<file path="src/hdl/controlUnit_defs.svh">
// Control unit definitions
`ifndef CONTROLUNIT_DEFS_SVH
`define CONTROLUNIT_DEFS_SVH

// Instruction field widths
`define OPCODE_W 6
`define FUNCT_W 6

// Opcodes
`define OP_RTYPE 6'h00
`define OP_J 6'h02
`define OP_JAL 6'h03
`define OP_BEQ 6'h04
`define OP_BNE 6'h05
`define OP_BLE 6'h06
`define OP_BGT 6'h07
`define OP_ADDI 6'h08
`define OP_ADDIU 6'h09
`define OP_LW 6'h23
`define OP_SW 6'h2b

// R-type function codes
`define FN_ADD 6'h20
`define FN_SUB 6'h22
`define FN_AND 6'h24
`define FN_SLT 6'h2a

// Cycles a memory read is held before data is valid
`define MEM_WAIT 2

`endif

</file>
<file path="src/hdl/ctrlPkg.sv">
// Datapath control types
`default_nettype none
`include "controlUnit_defs.svh"

package ctrlPkg;

    typedef enum logic [2:0] {
        pcAluResult, pcJumpTarget, pcBranchTarget, pcExcVector
    } pcSource_t;

    typedef enum logic [2:0] {
        memPc, memAluOut, memUndefVector, memOvfVector
    } memAddrSrc_t;

    typedef enum logic [1:0] {dstRt, dstRd, dstRa, dstSp} regDst_t;

    typedef enum logic [2:0] {
        dataAluOut, dataMdr, dataLessThan, dataStackInit
    } regDataSrc_t;

    typedef enum logic [2:0] {
        aluPass, aluAdd, aluSub, aluAnd, aluCompare
    } aluOp_t;

    typedef enum logic [1:0] {srcAPc, srcARegA} aluSrcA_t;

    typedef enum logic [1:0] {srcBRegB, srcBFour, srcBImm, srcBBranchOff} aluSrcB_t;

    // Memory wait counter
    typedef logic [$clog2(`MEM_WAIT + 1)-1:0] waitCount_t;

    typedef enum logic [4:0] {
        stReset, stResetWrite,
        stFetch, stInstrWait, stIrLoad, stRegRead, stDispatch,
        stExecute, stWriteBack,
        stCompare, stBranchTaken,
        stJump, stJalLink, stJalWrite,
        stMemAddr, stMemWait, stMdrLoad, stLoadWrite, stStore,
        stExcWait
    } seqState_t;

    typedef enum logic [2:0] {
        excIdle, excSaveEpc, excReadVector, excLoadMdr, excJump
    } excStep_t;

    typedef enum logic {causeOverflow, causeUndefined} excCause_t;

endpackage

`default_nettype wire

</file>
<file path="src/hdl/isaPkg.sv">
// Instruction set types
`default_nettype none
`include "controlUnit_defs.svh"

package isaPkg;

    typedef logic [`OPCODE_W-1:0] opcode_t;
    typedef logic [`FUNCT_W-1:0] funct_t;

    // One class per supported instruction
    typedef enum logic [3:0] {
        clsAdd,
        clsSub,
        clsAnd,
        clsSlt,
        clsAddi,
        clsAddiu,
        clsBeq,
        clsBne,
        clsBle,
        clsBgt,
        clsJ,
        clsJal,
        clsLw,
        clsSw,
        clsUndefined
    } instrClass_t;

endpackage

`default_nettype wire

</file>
<file path="src/hdl/controlUnit.sv">
// Multicycle control unit
`timescale 1ns/1ps
`default_nettype none

module controlUnit
    import isaPkg::*;
    import ctrlPkg::*;
(
    input  wire logic    Clock,
    input  wire logic    rstN,
    input  wire opcode_t opcode,
    input  wire funct_t  funct,
    input  wire logic    overflow,
    input  wire logic    equal,
    input  wire logic    greater,
    input  wire logic    less,
    output logic         pcWrite,
    output logic         memWrite,
    output logic         irWrite,
    output logic         mdrWrite,
    output logic         regWrite,
    output logic         abWrite,
    output logic         aluOutWrite,
    output logic         epcWrite,
    output pcSource_t    pcSource,
    output memAddrSrc_t  memAddrSrc,
    output regDst_t      regDst,
    output regDataSrc_t  regDataSrc,
    output aluOp_t       aluOp,
    output aluSrcA_t     aluSrcA,
    output aluSrcB_t     aluSrcB
);

    instrClass_t instrClass;
    logic        excStart;
    excCause_t   excCause;
    excStep_t    excStep;
    memAddrSrc_t excAddrSrc;

    instrDecoder i_instrDecoder (
        .opcode     (opcode),
        .funct      (funct),
        .instrClass (instrClass)
    );

    mainSequencer i_mainSequencer (
        .Clock       (Clock),
        .rstN        (rstN),
        .instrClass  (instrClass),
        .overflow    (overflow),
        .equal       (equal),
        .greater     (greater),
        .less        (less),
        .excStep     (excStep),
        .excAddrSrc  (excAddrSrc),
        .excStart    (excStart),
        .excCause    (excCause),
        .pcWrite     (pcWrite),
        .memWrite    (memWrite),
        .irWrite     (irWrite),
        .mdrWrite    (mdrWrite),
        .regWrite    (regWrite),
        .abWrite     (abWrite),
        .aluOutWrite (aluOutWrite),
        .epcWrite    (epcWrite),
        .pcSource    (pcSource),
        .memAddrSrc  (memAddrSrc),
        .regDst      (regDst),
        .regDataSrc  (regDataSrc),
        .aluOp       (aluOp),
        .aluSrcA     (aluSrcA),
        .aluSrcB     (aluSrcB)
    );

    exceptionSequencer i_exceptionSequencer (
        .Clock      (Clock),
        .rstN       (rstN),
        .excStart   (excStart),
        .excCause   (excCause),
        .excStep    (excStep),
        .excAddrSrc (excAddrSrc)
    );

endmodule

`default_nettype wire

</file>
<file path="src/hdl/exceptionSequencer.sv">
// Exception sequencer
`timescale 1ns/1ps
`default_nettype none
`include "controlUnit_defs.svh"

module exceptionSequencer
    import ctrlPkg::*;
(
    input  wire logic      Clock,
    input  wire logic      rstN,
    input  wire logic      excStart,
    input  wire excCause_t excCause,
    output excStep_t       excStep,
    output memAddrSrc_t    excAddrSrc
);

    waitCount_t waitCount;
    logic       waitDone;
    excCause_t  causeReg;

    assign waitDone = (waitCount == waitCount_t'(`MEM_WAIT - 1));

    always_ff @(posedge Clock or negedge rstN) begin
        if (!rstN) begin
            excStep <= excIdle;
            waitCount <= '0;
        end else begin
            case (excStep)
                excIdle: begin
                    if (excStart) begin
                        excStep <= excSaveEpc;
                    end
                end
                excSaveEpc: begin
                    excStep <= excReadVector;
                    waitCount <= '0;
                end
                excReadVector: begin
                    if (waitDone) begin
                        excStep <= excLoadMdr;
                    end else begin
                        waitCount <= waitCount + 1'b1;
                    end
                end
                excLoadMdr: excStep <= excJump;
                default: excStep <= excIdle;
            endcase
        end
    end

    // Cause captured at entry
    always_ff @(posedge Clock) begin
        if (excStart) begin
            causeReg <= excCause;
        end
    end

    assign excAddrSrc = (causeReg == causeUndefined) ? memUndefVector : memOvfVector;

endmodule

`default_nettype wire

</file>
<file path="src/hdl/instrDecoder.sv">
// Instruction decoder
`timescale 1ns/1ps
`default_nettype none
`include "controlUnit_defs.svh"

module instrDecoder
    import isaPkg::*;
(
    input  wire opcode_t     opcode,
    input  wire funct_t      funct,
    output instrClass_t      instrClass
);

    always_comb begin
        case (opcode)
            `OP_RTYPE: begin
                // Function field only matters for R-type
                case (funct)
                    `FN_ADD: instrClass = clsAdd;
                    `FN_SUB: instrClass = clsSub;
                    `FN_AND: instrClass = clsAnd;
                    `FN_SLT: instrClass = clsSlt;
                    default: instrClass = clsUndefined;
                endcase
            end
            `OP_J: instrClass = clsJ;
            `OP_JAL: instrClass = clsJal;
            `OP_BEQ: instrClass = clsBeq;
            `OP_BNE: instrClass = clsBne;
            `OP_BLE: instrClass = clsBle;
            `OP_BGT: instrClass = clsBgt;
            `OP_ADDI: instrClass = clsAddi;
            `OP_ADDIU: instrClass = clsAddiu;
            `OP_LW: instrClass = clsLw;
            `OP_SW: instrClass = clsSw;
            default: instrClass = clsUndefined;
        endcase
    end

endmodule

`default_nettype wire

</file>
<file path="src/hdl/mainSequencer.sv">
// Main control sequencer
`timescale 1ns/1ps
`default_nettype none
`include "controlUnit_defs.svh"

module mainSequencer
    import isaPkg::*;
    import ctrlPkg::*;
(
    input  wire logic        Clock,
    input  wire logic        rstN,
    input  wire instrClass_t instrClass,
    input  wire logic        overflow,
    input  wire logic        equal,
    input  wire logic        greater,
    input  wire logic        less,
    input  wire excStep_t    excStep,
    input  wire memAddrSrc_t excAddrSrc,
    output logic             excStart,
    output excCause_t        excCause,
    output logic             pcWrite,
    output logic             memWrite,
    output logic             irWrite,
    output logic             mdrWrite,
    output logic             regWrite,
    output logic             abWrite,
    output logic             aluOutWrite,
    output logic             epcWrite,
    output pcSource_t        pcSource,
    output memAddrSrc_t      memAddrSrc,
    output regDst_t          regDst,
    output regDataSrc_t      regDataSrc,
    output aluOp_t           aluOp,
    output aluSrcA_t         aluSrcA,
    output aluSrcB_t         aluSrcB
);

    seqState_t  state;
    seqState_t  nextState;
    waitCount_t waitCount;
    logic       waitDone;
    logic       takeBranch;
    logic       ovfTrap;
    logic       rType;

    assign waitDone = (waitCount == waitCount_t'(`MEM_WAIT - 1));
    assign rType = instrClass inside {clsAdd, clsSub, clsAnd, clsSlt};
    // and and addiu never trap
    assign ovfTrap = overflow && (instrClass inside {clsAdd, clsSub, clsAddi});

    always_comb begin
        case (instrClass)
            clsBeq: takeBranch = equal;
            clsBne: takeBranch = !equal;
            clsBle: takeBranch = equal || less;
            clsBgt: takeBranch = greater;
            default: takeBranch = 1'b0;
        endcase
    end

    always_ff @(posedge Clock or negedge rstN) begin
        if (!rstN) begin
            state <= stReset;
            waitCount <= '0;
        end else begin
            state <= nextState;
            if (state == stMemWait) begin
                waitCount <= waitCount + 1'b1;
            end else begin
                waitCount <= '0;
            end
        end
    end

    always_comb begin
        nextState = state;
        case (state)
            stReset: nextState = stResetWrite;
            stResetWrite: nextState = stFetch;
            stFetch: nextState = stInstrWait;
            stInstrWait: nextState = stIrLoad;
            stIrLoad: nextState = stRegRead;
            stRegRead: nextState = stDispatch;
            stDispatch: begin
                case (instrClass)
                    clsAdd, clsSub, clsAnd, clsSlt, clsAddi, clsAddiu: nextState = stExecute;
                    clsBeq, clsBne, clsBle, clsBgt: nextState = stCompare;
                    clsJ: nextState = stJump;
                    clsJal: nextState = stJalLink;
                    clsLw, clsSw: nextState = stMemAddr;
                    default: nextState = stExcWait;
                endcase
            end
            stExecute: begin
                if (instrClass == clsSlt) begin
                    nextState = stFetch;
                end else if (ovfTrap) begin
                    nextState = stExcWait;
                end else begin
                    nextState = stWriteBack;
                end
            end
            stCompare: nextState = takeBranch ? stBranchTaken : stFetch;
            stJalLink: nextState = stJalWrite;
            stMemAddr: nextState = (instrClass == clsLw) ? stMemWait : stStore;
            stMemWait: nextState = waitDone ? stMdrLoad : stMemWait;
            stMdrLoad: nextState = stLoadWrite;
            // Leave together with the last exception step
            stExcWait: nextState = (excStep == excJump) ? stFetch : stExcWait;
            default: nextState = stFetch;
        endcase
    end

    always_comb begin
        pcWrite = 1'b0;
        memWrite = 1'b0;
        irWrite = 1'b0;
        mdrWrite = 1'b0;
        regWrite = 1'b0;
        abWrite = 1'b0;
        aluOutWrite = 1'b0;
        epcWrite = 1'b0;
        excStart = 1'b0;
        excCause = causeOverflow;
        pcSource = pcAluResult;
        memAddrSrc = memPc;
        regDst = dstRt;
        regDataSrc = dataAluOut;
        aluOp = aluPass;
        aluSrcA = srcAPc;
        aluSrcB = srcBRegB;
        case (state)
            stResetWrite: begin
                regWrite = 1'b1;
                regDst = dstSp;
                regDataSrc = dataStackInit;
            end
            stFetch: begin
                // PC plus four
                pcWrite = 1'b1;
                aluOp = aluAdd;
                aluSrcB = srcBFour;
            end
            stIrLoad: irWrite = 1'b1;
            stRegRead: begin
                // Branch target computed ahead into ALUOut
                abWrite = 1'b1;
                aluOutWrite = 1'b1;
                aluOp = aluAdd;
                aluSrcB = srcBBranchOff;
            end
            stDispatch: begin
                if (instrClass == clsUndefined) begin
                    excStart = 1'b1;
                    excCause = causeUndefined;
                end
            end
            stExecute: begin
                aluSrcA = srcARegA;
                aluSrcB = rType ? srcBRegB : srcBImm;
                case (instrClass)
                    clsSub: aluOp = aluSub;
                    clsAnd: aluOp = aluAnd;
                    clsSlt: aluOp = aluCompare;
                    default: aluOp = aluAdd;
                endcase
                if (instrClass == clsSlt) begin
                    regWrite = 1'b1;
                    regDst = dstRd;
                    regDataSrc = dataLessThan;
                end else begin
                    aluOutWrite = 1'b1;
                    excStart = ovfTrap;
                end
            end
            stWriteBack: begin
                regWrite = 1'b1;
                regDst = rType ? dstRd : dstRt;
            end
            stCompare: begin
                aluOp = aluCompare;
                aluSrcA = srcARegA;
            end
            stBranchTaken: begin
                pcWrite = 1'b1;
                pcSource = pcBranchTarget;
            end
            stJump: begin
                pcWrite = 1'b1;
                pcSource = pcJumpTarget;
            end
            // Return address into ALUOut
            stJalLink: aluOutWrite = 1'b1;
            stJalWrite: begin
                pcWrite = 1'b1;
                pcSource = pcJumpTarget;
                regWrite = 1'b1;
                regDst = dstRa;
            end
            stMemAddr: begin
                aluOutWrite = 1'b1;
                aluOp = aluAdd;
                aluSrcA = srcARegA;
                aluSrcB = srcBImm;
            end
            stMemWait: memAddrSrc = memAluOut;
            stMdrLoad: begin
                mdrWrite = 1'b1;
                memAddrSrc = memAluOut;
            end
            stLoadWrite: begin
                regWrite = 1'b1;
                regDataSrc = dataMdr;
            end
            stStore: begin
                memWrite = 1'b1;
                memAddrSrc = memAluOut;
            end
            stExcWait: begin
                case (excStep)
                    excSaveEpc: begin
                        // EPC gets the faulting PC
                        epcWrite = 1'b1;
                        aluOp = aluSub;
                        aluSrcB = srcBFour;
                    end
                    excReadVector: memAddrSrc = excAddrSrc;
                    excLoadMdr: begin
                        mdrWrite = 1'b1;
                        memAddrSrc = excAddrSrc;
                    end
                    excJump: begin
                        pcWrite = 1'b1;
                        pcSource = pcExcVector;
                    end
                    default: ;
                endcase
            end
            default: ;
        endcase
    end

endmodule

`default_nettype wire

</file>
<file path="config.mk">
export PLATFORM = sky130hd
export DESIGN_NAME = controlUnit
export DESIGN_NICKNAME = d
export VERILOG_FILES = /design/src/hdl/ctrlPkg.sv /design/src/hdl/isaPkg.sv /design/src/hdl/controlUnit.sv /design/src/hdl/exceptionSequencer.sv /design/src/hdl/instrDecoder.sv /design/src/hdl/mainSequencer.sv
export VERILOG_INCLUDE_DIRS = /design/src /design/src/hdl
export SDC_FILE = /design/constraint.sdc
export NUM_CORES = 1
export LEC_CHECK = 0
export BUFFER_PORTS_ARGS = -buffer_cell sky130_fd_sc_hd__buf_2
export CORE_AREA = 2 2 59 61
export DETAILED_ROUTE_END_ITERATION = 12
export DIE_AREA = 0 0 61 63
export PLACE_DENSITY = 0.79
export SLEW_MARGIN = 25
export SYNTH_ARGS = -nofsm -noshare
export SYNTH_HDL_FRONTEND = slang
export SYNTH_SLANG_ARGS = --single-unit
export TNS_END_PERCENT = 50
</file>
<file path="constraint.sdc">
create_clock -name Clock -period 2.6 [get_ports Clock]
set_clock_uncertainty 0.15 [all_clocks]
set_input_delay 0.52 -clock Clock [delete_from_list [all_inputs] [get_ports Clock]]
set_output_delay 0.52 -clock Clock [all_outputs]
set_load 0.02 [all_outputs]
</file>
## Word level (Yosys, flattened, before mapping)

Memories as Yosys holds them, arrays and structs flattened.
Cells that the tools add are included.
Widths: inputs -> output; s select.

- Memories kept: 1
- Word-level logic and storage cells: 129
- Input bits: 18
- Output and inout bits: 26
- Bits in registers: 13
- Memory bits (read-only): 80

Memories:

| name | depth | width | read ports | clocked after memory_dff | wr ports | RTL line | RTL |
|---|---|---|---|---|---|---|---|
| (name not given) | 16 | 5 | 1 | 0 | 0 | mainSequencer.sv:85 | `case (instrClass)` |

- Equal/unequal tests: 52
- Reductions and logical operators: 20
- Add/subtract/negate cells: 2
- Multiplexer cells: 49

Operators with widths:

| cell | count |
|---|---|
| $pmux 5 s13 | 1 |
| $pmux 4 s11 | 1 |
| $eq 5x4->1 const B | 8 |
| $eq 6x6->1 const B | 6 |
| $pmux 3 s3 | 3 |
| $mux 5 | 5 |
| $eq 6x3->1 const B | 4 |
| $pmux 3 s4 | 2 |
| $eq 5x3->1 const B | 4 |
| $eq 5x5->1 const B | 4 |
| $eq 4x4->1 const B | 4 |
| $mux 1 | 16 |
| $pmux 4 s4 | 1 |
| $eq 4x3->1 const B | 3 |
| $eq 6x2->1 const B | 2 |
| $eq 6x4->1 const B | 2 |
| $mux 2 | 6 |
| $reduce_or 3->1 | 4 |
| $eq 5x2->1 const B | 2 |
| $pmux 1 s2 | 5 |
| $pmux 2 s5 | 1 |
| $mux 3 | 3 |
| $eq 4x2->1 const B | 2 |
| $pmux 2 s4 | 1 |
| 26 further kinds | 33 |

## Depth between registers and ports, before layout

- Word-level depth: 10
- Mapped depth: 7

## Modules after synthesis

A second synthesis with hierarchy kept.

- Cell total of the unflattened synthesis: 224
- Area total of the unflattened synthesis: 1635.3 µm²

Modules (own cells, without submodules):

| module | area an instance (µm²) | cells an instance | times used | sequential area each (µm²) |
|---|---|---|---|---|
| mainSequencer | 1096.1 | 159 | 1 | 175.2 |
| exceptionSequencer | 315.3 | 29 | 1 | 155.1 |
| instrDecoder | 224.0 | 36 | 1 | 0.0 |

## Worst setup path before layout

Ideal clock, no wire load.

- Kind: input to output
- From: in opcode[3]
- To: out aluOp[1]
- Stages: 5
- Buffers on the path: 1
- Path slack: -0.356 ns
- Arrival: 2.286 ns
- Required time: 1.930 ns
- Cells stage by stage: buf_6 nor3_2 nand2_1 or3_1 o41ai_1

- Word-level cells in the longest chain between the ends: 5
- Elaborated cells between the ends (all ways): 17
- Classes of those cells: 13 x eq/ne; 3 x mux; 1 x reduce/logical

RTL lines:

| item | RTL line | RTL |
|---|---|---|
| start: declaration | controlUnit.sv:11 | `input wire opcode_t opcode,` |
| $eq 6x6->1 (tied with other cells) | instrDecoder.sv:15 | `case (opcode)` |
| $pmux 4 s11 (*) | instrDecoder.sv:15 |  |
| $eq 4x2->1 / $eq 4x1->1 (equally long branches) | mainSequencer.sv:161 | `case (instrClass)` |
| $pmux 3 s3 (*) | mainSequencer.sv:161 |  |
| $pmux 3 s4 (*) | mainSequencer.sv:132 | `case (state)` |
| end: declaration | controlUnit.sv:29 | `output aluOp_t aluOp,` |

Mark *: on every way between the ends. The rest lies on a longest branch, timed or not.

## Final worst setup path

- From: in funct[0]
- To: out aluOp[1]

- Word-level cells in the longest chain between the ends: 6
- Elaborated cells between the ends (all ways): 11
- Classes of those cells: 7 x eq/ne; 4 x mux

RTL lines:

| item | RTL line | RTL |
|---|---|---|
| start: declaration | controlUnit.sv:12 | `input wire funct_t funct,` |
| $eq 6x6->1 | instrDecoder.sv:18 | `case (funct)` |
| $pmux 4 s4 (*) | instrDecoder.sv:18 |  |
| $pmux 4 s11 (*) | instrDecoder.sv:15 |  |
| $eq 4x2->1 / $eq 4x1->1 (equally long branches) | mainSequencer.sv:161 |  |
| $pmux 3 s3 (*) | mainSequencer.sv:161 |  |
| $pmux 3 s4 (*) | mainSequencer.sv:132 |  |

Marked as above.

==> flow_summary.ini <==
[run_status]
status = finished, violations left
violations = negative setup slack

[clocking]
cts.clk_slew.worst_paths_ps = 70
cts_root_buffer = clkbuf_4
clock_latency_ps = 280
cts-buffers-inserted = 3
clock-sinks = 13
cts_tree = done
cts_max_path_buffers = 2
cts_max_level = 1

[route]
drc = 0
via_per_inst = 5.972
drtIter0Drc = 147
wl_per_cell_um = 14.73
drtPass1Iterations = 4
ant_nets = 0
wl_mm = 5.215
vias = 2114

[die]
start_util_pct = 51.26
die_w_um = 61
num_rows = 21
coreArea_sq_mm = 0.003232
fp.dieH_um = 63
floorplan.die_area_sq_mm = 0.003843
ioPinCount = 44

[logic_synthesis]
yosys_warnings = 0
synth-edff-count = 1
synth_top_cell_area_share_pct = 18.13
syn_area_sq_mm = 0.001657
synth_cell_types = 62
seq_area_frac_synth_pct = 19.94
avgSynthCellArea_sq_um = 6.960
async_flop_share_pct = 92.31
ys_top_cells_by_count = nor2_1, nand2_1, a21oi_1, nor3_1, dfrtp_1
synth_top_area_cell = dfrtp_1
yosysMostFrequentCell = nor2_1
synth_flop_cell = dfrtp_1
ys_ff_latch = 13
synth.area.top_cells = dfrtp_1, nor2_1, a21oi_1, nand2_1, nor3_1
synthCells = 238

[pwr]
p_leak_nw = 1.045
ir_worst_vdd_mv = 0.2850
power_density_mw_per_mm2 = 816.7

[placed_design]
hpwl_mm = 3.865
dp.cells = 343
io_buffers = 39
gp_congestion = 0.8739

[timing]
final-max-slew-violation-count = 0
rsz0062_at_grt = true
fmax_ghz = 0.3696
finalCritPeriodShare_pct = 104.1
postLayoutSetupSlackWorst_ps = -105.8
hold_violations = 0
post-route-min-period_ps = 2706
finalSetupViolCount = 2

[hold_path]
hp-class = flip-flop to flip-flop

[grt]
grt_max_degree = 16
grt_pass1_wl_mm = 8.148
grt_usage_pct = 27.17
first_global_vias = 1858
antenna_found_initial = 0
grt_overflow = 0

[layout]
nets = 329
drive_gt1_share_pct = 37.34
insertedDiodeCount = 0
final_core_util_pct = 71.27
area_growth_pct = 39.05
fill_cells = 278
stdcell_count = 354

[setup_path]
required_ps = 1930
crit_path_max_fanout = 3
crit_path_end_kind = output port
startpoint_type = primary input
critical_path_class = primary input to output port
worstPathArrival_ps = 2040

[job]
cap_violations = 0
## layout by cell type (no fill, tap or decap), types with 4 or more instances in the layout
cell	instances
a21oi_1	14
buf_2	35
buf_4	44
conb_1	4
dfrtp_1	11
inv_1	10
nand2_1	20
nand2b_1	9
nand3_1	4
nand4_1	4
nor2_1	33
nor2b_1	4
nor3_1	11
o211ai_1	5
o21ai_0	10
or3_4	4
## worst max-delay path, stage by stage
cell and delay (ps):
buf_8 100, or4b_4 530, o211ai_1 290, nand2_1 140, nor3b_2 210, o41ai_2 80
buf_4 160
## cells by family after synthesis
family	Yosys count	share of synthesized area, %
AND/OR/NAND/NOR	124	40.71
AO/OA/AOI/OAI	65	27.27
buffers and inverters	29	8.082
flip-flops	13	19.94
XOR/XNOR	3	1.586
adder cells (fa/ha/maj)	2	1.510
other	1	0.2264
multiplexers	1	0.6797
## state kept, by name, summed over array words and instances, names as in the netlist
name                            cells
i_mainSequencer.state               5
i_exceptionSequencer.excStep        3
i_exceptionSequencer.waitCount      2
i_mainSequencer.waitCount           2
i_exceptionSequencer.causeReg       1
## layer usage
layer  global-route usage [%]  up-vias  wire length, um
met5                        0        -                0
met4                    7.609        0              218
met3                    4.141       23              328
met2                    47.45      100             2605
met1                    33.46      978             2062
li1                         -     1013                -
## path summary, 6_finish.rpt
path	startpoint	endpoint	slack [ps]	depth (start not counted)
setup / recovery	funct[0]	aluOp[1]	-110	7
hold / removal	i_mainSequencer.waitCount[0]$_DFF_PN0_	i_mainSequencer.waitCount[0]$_DFF_PN0_	290	1
setup reg to reg	i_mainSequencer.state[4]$_DFF_PN0_	i_exceptionSequencer.causeReg$_SDFFCE_PN0P_	360	5
hold reg to reg	i_mainSequencer.waitCount[0]$_DFF_PN0_	i_mainSequencer.waitCount[0]$_DFF_PN0_	290	1
max in group asynchronous	rstN	i_mainSequencer.state[3]$_DFF_PN0_	1590	2
min in group asynchronous	rstN	i_exceptionSequencer.waitCount[0]$_DFFE_PN0P_	480	2
## final cells by class
cell class / instances / area, sq um / share of cell area (%)
Sequential cell: 13 / 331.6 / 14.39
Tap cell: 46 / 57.56 / 2.499
Timing Repair Buffer: 82 / 541.8 / 23.52
Clock buffer: 4 / 26.28 / 1.141
Multi-Input combinational cell: 199 / 1309 / 56.82
Inverter: 10 / 37.54 / 1.630
## stage by stage
step / setup TNS (ps) / cell area [sq um] / hold slack [ps] / power [mW] / setup slack, ps
final: -118.4 / 2303 / 288.1 / 1.881 / -105.8
after global routing: -503.3 / 2303 / 311.7 / 2.038 / -204.1
after global placement: -556.6 / 2115 / 256.8 / 1.671 / -170.1
after floorplan: -195.9 / 1688 / 74.41 / 1.318 / -123.7
after detailed placement: -1111 / 2115 / 261.4 / 1.698 / -196.4
after CTS: -228.4 / 2202 / 291.1 / 1.830 / -101.5
## report_power, final
part           leakage [nW]  total [mW]  internal (mW)  switching [mW]
Combinational         0.868        1.35          0.536           0.814
Sequential            0.163       0.406          0.280           0.126
Clock                0.0150       0.125         0.0595          0.0655
Total                  1.05        1.88          0.876            1.01
## repair_timing
item | in CTS | in global routing
hold buffers | 1 | 0
resized for setup | 5 | 20
setup endpoints to repair | 9 | 10
pin swaps | 3 | 3
buffers inserted | 4 | 2
endpoints found under the hold margin | 12 | 0
(Power assumes the default switching activity.)
